==> config.mk <==
export PLATFORM = sky130hd
export DESIGN_NAME = neuro_board_top
export DESIGN_NICKNAME = d
export VERILOG_FILES = /design/src/design/neuro_pkg.sv /design/src/design/neuro_ctrl_if.sv /design/src/design/param_bank.sv /design/src/design/tick_timer.sv /design/src/design/sim_fsm.sv /design/src/design/spike_counter.sv /design/src/design/emg_filter.sv /design/src/design/neuro_board_top.sv
export SDC_FILE = /design/constraint.sdc
export NUM_CORES = 1
export LEC_CHECK = 0
export ABC_AREA = 1
export ABC_CLOCK_PERIOD_IN_PS = 13550
export BUFFER_PORTS_ARGS = -buffer_cell sky130_fd_sc_hd__buf_2
export CAP_MARGIN = 5
export CORE_MARGIN = 2
export CORE_UTILIZATION = 53
export CTS_CLUSTER_DIAMETER = 30
export DETAILED_ROUTE_END_ITERATION = 8
export PLACE_DENSITY_LB_ADDON = 0.12
export REMOVE_ABC_BUFFERS = 1
export SYNTH_ARGS = -nofsm -noshare
export SYNTH_HDL_FRONTEND = slang
export SYNTH_SLANG_ARGS = --single-unit
==> constraint.sdc <==
create_clock -name ep50trig -period 13.55 [get_ports ep50trig]
set_input_delay 0.6775 -clock ep50trig [delete_from_list [all_inputs] [get_ports ep50trig]]
set_output_delay 0.6775 -clock ep50trig [all_outputs]
set_load 0.1 [all_outputs]
==> src/design/neuro_pkg.sv <==
package neuro_pkg;

    ////////////////////////////////////////////////////////////////////////////
    // widths
    ////////////////////////////////////////////////////////////////////////////

    // tick half count, same span as the board delay counter
    localparam int HALF_CNT_W = 18;
    // one spike count per window
    localparam int CNT_W      = 16;
    // signed emg envelope
    localparam int EMG_W      = 18;
    // headroom for old emg, leak and count * gain
    localparam int EMG_SUM_W  = 36;

    // emg saturation limits
    localparam int EMG_MAX = (1 << (EMG_W - 1)) - 1;
    localparam int EMG_MIN = -(1 << (EMG_W - 1));

    ////////////////////////////////////////////////////////////////////////////
    // parameter reset values
    ////////////////////////////////////////////////////////////////////////////

    localparam int HALF_CNT_RST = 4;
    localparam int WINDOW_RST   = 8;
    localparam int GAIN_RST     = 1;
    localparam int SHIFT_RST    = 2;

    // simulation state
    typedef enum logic [1:0] {
        SIM_IDLE = 2'd0,
        SIM_RUN  = 2'd1,
        SIM_DUMP = 2'd2
    } sim_state_e;

    // host load addresses, anything else is ignored
    typedef enum logic [3:0] {
        PA_HALF_CNT     = 4'd0,
        PA_WINDOW       = 4'd1,
        PA_GAIN         = 4'd2,
        PA_SHIFT        = 4'd3,
        PA_HALF_CNT_EXT = 4'd4
    } param_addr_e;

endpackage

==> src/design/neuro_ctrl_if.sv <==
`timescale 1ns/1ps

interface neuro_ctrl_if;

    // level, high while simulating (run and dump states)
    logic run;
    // one cycle per simulation tick
    logic tick;
    // tick that closes a window
    logic window_done;
    // one cycle, counters latch and emg steps
    logic dump;

    // tick divider side
    modport timer (
        input  run,
        output tick,
        output window_done
    );

    // state machine side
    modport fsm (
        input  window_done,
        output run,
        output dump
    );

    // counters and emg filter
    modport data (
        input  run,
        input  dump
    );

endinterface

==> src/design/param_bank.sv <==
`timescale 1ns/1ps

module param_bank
    import neuro_pkg::*;
(
    input  logic                  ep50trig,
    input  logic                  reset_global,
    input  logic                  i_load,
    input  param_addr_e           i_load_addr,
    input  logic [15:0]           i_wire_lo,
    input  logic [15:0]           i_wire_hi,
    output logic [HALF_CNT_W-1:0] o_half_cnt,
    output logic [CNT_W-1:0]      o_window_len,
    output logic [CNT_W-1:0]      o_gain,
    output logic [3:0]            o_shift
);

    // held parameter values
    logic [HALF_CNT_W-1:0] half_cnt_q;
    logic [CNT_W-1:0]      window_len_q;
    logic [CNT_W-1:0]      gain_q;
    logic [3:0]            shift_q;

    ////////////////////////////////////////////////////////////////////////////
    // decoded write, one address per load strobe
    ////////////////////////////////////////////////////////////////////////////

    always_ff @(posedge ep50trig)
    begin
        if (reset_global)
        begin
            half_cnt_q   <= HALF_CNT_W'(HALF_CNT_RST);
            window_len_q <= CNT_W'(WINDOW_RST);
            gain_q       <= CNT_W'(GAIN_RST);
            shift_q      <= 4'(SHIFT_RST);
        end
        else if (i_load)
        begin
            case (i_load_addr)
                // low 16 bits of the half count
                PA_HALF_CNT:     half_cnt_q[15:0] <= i_wire_lo;
                PA_WINDOW:       window_len_q <= i_wire_lo;
                PA_GAIN:         gain_q <= i_wire_lo;
                PA_SHIFT:        shift_q <= i_wire_lo[3:0];
                // top 2 bits of the half count
                PA_HALF_CNT_EXT: half_cnt_q[HALF_CNT_W-1:16] <= i_wire_lo[1:0];
                default:         ;
            endcase
        end
    end

    // hi wire carries no field at these addresses

    assign o_half_cnt   = half_cnt_q;
    assign o_window_len = window_len_q;
    assign o_gain       = gain_q;
    assign o_shift      = shift_q;

endmodule

==> src/design/tick_timer.sv <==
`timescale 1ns/1ps

module tick_timer
    import neuro_pkg::*;
(
    input  logic                  ep50trig,
    input  logic                  reset_global,
    input  logic [HALF_CNT_W-1:0] i_half_cnt,
    input  logic [CNT_W-1:0]      i_window_len,
    neuro_ctrl_if.timer           ctl
);

    // clamped settings, zero behaves as one
    logic [HALF_CNT_W-1:0] half_c;
    logic [CNT_W-1:0]      win_c;

    logic [HALF_CNT_W-1:0] cyc_q;
    logic [CNT_W-1:0]      tick_cnt_q;
    // idle slot after a window, lines up with the dump cycle
    logic                  hold_q;
    logic                  tick_w;
    logic                  done_w;

    assign half_c = (i_half_cnt == '0) ? HALF_CNT_W'(1) : i_half_cnt;
    assign win_c  = (i_window_len == '0) ? CNT_W'(1) : i_window_len;

    // >= keeps things sane if the host shrinks a setting mid-window
    assign tick_w = ctl.run && !hold_q && (cyc_q >= half_c);
    assign done_w = tick_w && (tick_cnt_q >= win_c - CNT_W'(1));

    assign ctl.tick        = tick_w;
    assign ctl.window_done = done_w;

    ////////////////////////////////////////////////////////////////////////////
    // cycle and tick counters
    ////////////////////////////////////////////////////////////////////////////

    always_ff @(posedge ep50trig)
    begin
        if (reset_global || !ctl.run)
        begin
            // stopped, start fresh on next run
            cyc_q      <= '0;
            tick_cnt_q <= '0;
            hold_q     <= 1'b0;
        end
        else if (hold_q)
        begin
            hold_q <= 1'b0;
        end
        else if (tick_w)
        begin
            cyc_q <= '0;
            if (done_w)
            begin
                tick_cnt_q <= '0;
                hold_q     <= 1'b1;
            end
            else
                tick_cnt_q <= tick_cnt_q + CNT_W'(1);
        end
        else
            cyc_q <= cyc_q + HALF_CNT_W'(1);
    end

endmodule

==> src/design/sim_fsm.sv <==
`timescale 1ns/1ps

module sim_fsm
    import neuro_pkg::*;
(
    input  logic        ep50trig,
    input  logic        reset_global,
    input  logic        i_start,
    input  logic        i_stop,
    neuro_ctrl_if.fsm   ctl,
    output sim_state_e  o_state
);

    sim_state_e state_q;
    sim_state_e state_d;

    ////////////////////////////////////////////////////////////////////////////
    // next state
    ////////////////////////////////////////////////////////////////////////////

    always_comb
    begin
        state_d = state_q;
        case (state_q)
            SIM_IDLE:
            begin
                // start only counts from idle
                if (i_start)
                    state_d = SIM_RUN;
            end
            SIM_RUN:
            begin
                if (ctl.window_done)
                    state_d = SIM_DUMP;
            end
            // single dump cycle, back to running
            SIM_DUMP: state_d = SIM_RUN;
            default:  state_d = SIM_IDLE;
        endcase
        // stop wins from any state
        if (i_stop)
            state_d = SIM_IDLE;
    end

    always_ff @(posedge ep50trig)
    begin
        if (reset_global)
            state_q <= SIM_IDLE;
        else
            state_q <= state_d;
    end

    // decoded controls
    assign ctl.run  = (state_q != SIM_IDLE);
    assign ctl.dump = (state_q == SIM_DUMP);
    assign o_state  = state_q;

endmodule

==> src/design/spike_counter.sv <==
`timescale 1ns/1ps

module spike_counter
    import neuro_pkg::*;
(
    input  logic             ep50trig,
    input  logic             reset_global,
    input  logic             i_spike,
    neuro_ctrl_if.data       ctl,
    output logic [CNT_W-1:0] o_count
);

    // running total for the open window
    logic [CNT_W-1:0] acc_q;
    logic [CNT_W-1:0] acc_d;
    // last completed window
    logic [CNT_W-1:0] count_q;

    // saturating add, only while running
    assign acc_d = (ctl.run && i_spike && (acc_q != '1)) ? acc_q + CNT_W'(1) : acc_q;

    always_ff @(posedge ep50trig)
    begin
        if (reset_global)
        begin
            acc_q   <= '0;
            count_q <= '0;
        end
        else if (!ctl.run)
            // partial window dropped on stop
            acc_q <= '0;
        else if (ctl.dump)
        begin
            // total includes the dump cycle itself
            count_q <= acc_d;
            acc_q   <= '0;
        end
        else
            acc_q <= acc_d;
    end

    assign o_count = count_q;

endmodule

==> src/design/emg_filter.sv <==
`timescale 1ns/1ps

module emg_filter
    import neuro_pkg::*;
(
    input  logic                    ep50trig,
    input  logic                    reset_global,
    input  logic [CNT_W-1:0]        i_count,
    input  logic [CNT_W-1:0]        i_gain,
    input  logic [3:0]              i_shift,
    neuro_ctrl_if.data              ctl,
    output logic signed [EMG_W-1:0] o_emg
);

    logic signed [EMG_W-1:0]     emg_q;
    // count is latched on the dump edge, so step on the cycle after
    logic                        step_q;
    logic signed [EMG_W-1:0]     leak;
    // full width count * gain
    logic [2*CNT_W-1:0]          prod;
    logic signed [EMG_SUM_W-1:0] drive;
    logic signed [EMG_SUM_W-1:0] sum;
    logic signed [EMG_W-1:0]     emg_d;

    // emg - emg >>> shift + count * gain
    assign leak  = emg_q >>> i_shift;
    assign prod  = i_count * i_gain;
    assign drive = $signed(EMG_SUM_W'(prod));
    assign sum   = EMG_SUM_W'(emg_q) - EMG_SUM_W'(leak) + drive;

    // clip to signed 18 bit
    always_comb
    begin
        if (sum > EMG_MAX)
            emg_d = EMG_W'(EMG_MAX);
        else if (sum < EMG_MIN)
            emg_d = EMG_W'(EMG_MIN);
        else
            emg_d = sum[EMG_W-1:0];
    end

    always_ff @(posedge ep50trig)
    begin
        if (reset_global)
        begin
            emg_q  <= '0;
            step_q <= 1'b0;
        end
        else
        begin
            step_q <= ctl.dump;
            if (step_q)
                emg_q <= emg_d;
        end
    end

    // new value shows in the strobe cycle, held after that
    assign o_emg = step_q ? emg_d : emg_q;

endmodule

==> src/design/neuro_board_top.sv <==
`timescale 1ns/1ps

module neuro_board_top
    import neuro_pkg::*;
(
    input  logic                    ep50trig,
    input  logic                    reset_global,
    // host parameter path
    input  logic                    i_load,
    input  param_addr_e             i_load_addr,
    input  logic [15:0]             i_wire_lo,
    input  logic [15:0]             i_wire_hi,
    // run control
    input  logic                    i_start,
    input  logic                    i_stop,
    // short and long latency spike trains
    input  logic                    i_spike_sl,
    input  logic                    i_spike_ll,
    output sim_state_e              o_state,
    output logic [CNT_W-1:0]        o_cnt_sl,
    output logic [CNT_W-1:0]        o_cnt_ll,
    output logic [CNT_W-1:0]        o_cnt_comb,
    output logic signed [EMG_W-1:0] o_emg,
    output logic                    o_window_valid
);

    logic [HALF_CNT_W-1:0] half_cnt;
    logic [CNT_W-1:0]      window_len;
    logic [CNT_W-1:0]      gain;
    logic [3:0]            shift;
    // OR of both loops
    logic                  spike_comb;
    logic                  valid_q;

    neuro_ctrl_if ctl ();

    param_bank u_params (
        .ep50trig, .reset_global, .i_load, .i_load_addr, .i_wire_lo, .i_wire_hi,
        .o_half_cnt(half_cnt), .o_window_len(window_len), .o_gain(gain), .o_shift(shift)
    );

    tick_timer u_timer (
        .ep50trig, .reset_global, .i_half_cnt(half_cnt), .i_window_len(window_len),
        .ctl(ctl.timer)
    );

    sim_fsm u_fsm (
        .ep50trig, .reset_global, .i_start, .i_stop, .ctl(ctl.fsm), .o_state
    );

    ////////////////////////////////////////////////////////////////////////////
    // spike counters, one per train
    ////////////////////////////////////////////////////////////////////////////

    assign spike_comb = i_spike_sl | i_spike_ll;

    spike_counter u_cnt_sl (
        .ep50trig, .reset_global, .i_spike(i_spike_sl), .ctl(ctl.data), .o_count(o_cnt_sl)
    );

    spike_counter u_cnt_ll (
        .ep50trig, .reset_global, .i_spike(i_spike_ll), .ctl(ctl.data), .o_count(o_cnt_ll)
    );

    spike_counter u_cnt_comb (
        .ep50trig, .reset_global, .i_spike(spike_comb), .ctl(ctl.data), .o_count(o_cnt_comb)
    );

    // envelope from the combined count
    emg_filter u_emg (
        .ep50trig, .reset_global, .i_count(o_cnt_comb), .i_gain(gain), .i_shift(shift),
        .ctl(ctl.data), .o_emg
    );

    // strobe lines up with the freshly latched counts
    always_ff @(posedge ep50trig)
    begin
        if (reset_global)
            valid_q <= 1'b0;
        else
            valid_q <= ctl.dump;
    end

    assign o_window_valid = valid_q;

endmodule

==> metrics <==
gpl congestion 0.9214; Pre-Repair DR Iteration Count 6; dpl hpwl 44770 um; DR WL/cell 14.62 um; pin count of the biggest net entering global routing 94; Netlist cell types 48; setup TNS 0 ns; first-pass GRT wire length 97640 um; clk slew on worst S/H paths 0.05 ns; Rel. slew slack 31.87%; XOR/XNOR Fraction of Synth Area 5.365%; Final Setup Violations 0; worst path required time 12.87 ns; initial core utilization 53.71%; Pleak 0.01381 uW; GR Util All Layers 26.98%; Die Y 210.2 um; clk_skew 0.02781 ns; simple-gate portion of the synthesized area 24.51%; internal power 1531 uW; Area Growth Syn to Fin 11.56%; min Tclk post-route 10.70 ns; Primary FF master, synth dfxtp_1; vias per cell 5.135; maximum vdd drop 0.0001341 V; compound-cell area share of the yosys netlist 8.924%; post-synthesis mux area share 0.3110%; Routed WL 57490 um; CTS tree yes; layout cells sized above 1 7.044%; Buffers on Ports 95; Yosys top cell by area dfxtp_1; CP Launch Type register; sw frac 27.98%; Critical Path Sink Type output port; final period utilization 78.98%; Crit Path Max Fanout 18; First DRT Iteration DRCs 1255; Resized cells post-CTS 0; Post-Synthesis Cells 3312; Reg power frac 29.2%; die area 44180 sq um; Pwr Density 84.58 nW/um^2; clock latency on the worst-skew pair 0.58 ns; overall power 2126 uW; final hold vios 0; worst slew pin tran 1.021 ns; Slew Viols, Final 0; hold depth 3; Synth Cell Area 22530 sq um; total setup buffers inserted after CTS 0; sequential share of the synthesized area 18.30%; Hold/Removal Path Class primary input to register; top area cells in the synthesized netlist dfxtp_1 18%, fa_1 17%, nand2_1 14%; Die X 210.2 um; final net count 3783; logic gate share of total power 10.9%; number of global-route vias before repair 20349; FMAX 93.44 MHz; CTS Hold Bufs 0; # H-tree levels 2; slowest stage delay, CP 0.97 ns; Critical Path AT 10.02 ns; combinational family with the most area after synthesis adder cells; Synth Warn # 0; Synth Register Bits 206; clk sinks 206; fraction of the mapped netlist area in adder cells 28.19%; share of the synthesized area in the top cell type 18.30%; CTS buffer count 51; clk buf depth 3; antenna violations before repair 1; RSZ-0062 raised after global routing false; Top Ports 112; remaining global-route overflow 0; clock power share 59.9%; clock root cell clkbuf_16; status complete, no violations; commonest non-fill, non-tap cell in the layout nand2_1; Mean Syn Cell Area 6.803 sq um; Register-to-Register Path Depth 35; Psw 594.8 uW; Vias 20194; DRC viols 0; most frequent cells in the layout 857 x nand2_1, 729 x inv_1, 272 x nor2_1; number of synthesized flops with an enable pin 0; Max Cap Viol 0; most used cell, CP nand2_1; worst-path cell with the longest stage delay dfxtp_1; Final ANT Viol Nets 0; CP Class register to output port; async set-reset flop share out of synthesis 0%; row count 75; Core Box Area 41950 sq um
cell families after synthesis:
group | count (synthesis)
simple gates | 1355
compound gates | 356
mux | 7
buf+inv | 860
fa+ha+maj | 390
flops | 206
xor+xnor | 138
area by class of cell:
type	instances	area, sq um
fill	4000	16810
antenna	1	2.502
sequential	206	4124
clock buffer	56	1346
clock inverter	40	491.7
tap	539	674.4
timing repair buffer	104	543.0
inverter	741	2781
multi-input combinational	2246	15170
cell usage after synthesis, types with 50 or more instances:
cell,instances
xor2_1,94
nor2_1,273
dfxtp_1,206
fa_1,196
inv_1,730
a21oi_1,135
nand3_1,102
nand2_1,857
o211ai_1,50
clkbuf_1,112
o21ai_0,130
ha_1,194
registers in the layout, indices dropped and copies added, names as in the netlist:
register	count
u_params.o_half_cnt	18
u_timer.tick_cnt_q	16
u_cnt_ll.acc_q	16
u_cnt_sl.acc_q	16
u_params.o_shift	4
u_emg.step_q	1
u_fsm.o_state	2
u_params.o_gain	16
u_cnt_comb.o_count	16
u_cnt_ll.o_count	16
u_cnt_sl.o_count	16
u_params.o_window_len	16
u_emg.emg_q	18
u_timer.hold_q	1
u_timer.cyc_q	18
u_cnt_comb.acc_q	16
worst max-delay path, delay by kind of cell (launching register included):
family	cells	cell delay, ns
AO/OA/AOI/OAI	9	2.52
AND/OR/NAND/NOR	15	1.61
buffers and inverters	3	0.39
adder cells (fa/ha/maj)	8	3.82
flip-flops	1	0.97
XOR/XNOR	1	0.14
layer usage:
| layer | track usage (%) | part of all wire, % |
|---|---|---|
| met4 | 8.926 | 2.7 |
| met1 | 35.62 | 45 |
| met5 | 0 | 0 |
| met3 | 3.591 | 5.1 |
| met2 | 45.74 | 47 |
path summary, 6_finish.rpt:
check	slack, ns	to	from
worst max register to register	4.21	u_emg.emg_q[13]$_SDFF_PP0_	u_cnt_comb.o_count[6]$_SDFFE_PP0P_
worst min register to register	0.48	u_params.o_window_len[15]$_SDFFE_PP0P_	u_params.o_window_len[15]$_SDFFE_PP0P_
worst max-delay path	2.85	o_emg[13]	u_cnt_comb.o_count[6]$_SDFFE_PP0P_
worst min-delay path	0.35	u_fsm.o_state[0]$_SDFFE_PP0P_	i_stop
power by group through the flow:
stage	sequential, uW	combinational [uW]	clock (uW)
global route	621	261	1330
finish	621	231	1270
global placement	632	225	0
detailed placement	632	227	0
floorplan	629	165	0
CTS	620	229	1290
stage by stage:
step           std cells  setup WS (ns)  instance area (sq um)  util (%)  hold WS (ns)
3_3_place_gp        3836          3.709                  23290     55.53        0.4698
4_1_cts             3932          2.929                  25130     59.91        0.3217
3_5_place_dp        3836          3.588                  23290     55.53        0.4714
5_1_grt             3933          2.141                  25130     59.92        0.3433
2_1_floorplan       3193          4.355                  22070         -        0.4464
6_report            3933          2.848                  25130     59.92        0.3489
(Power assumes the default switching activity.)
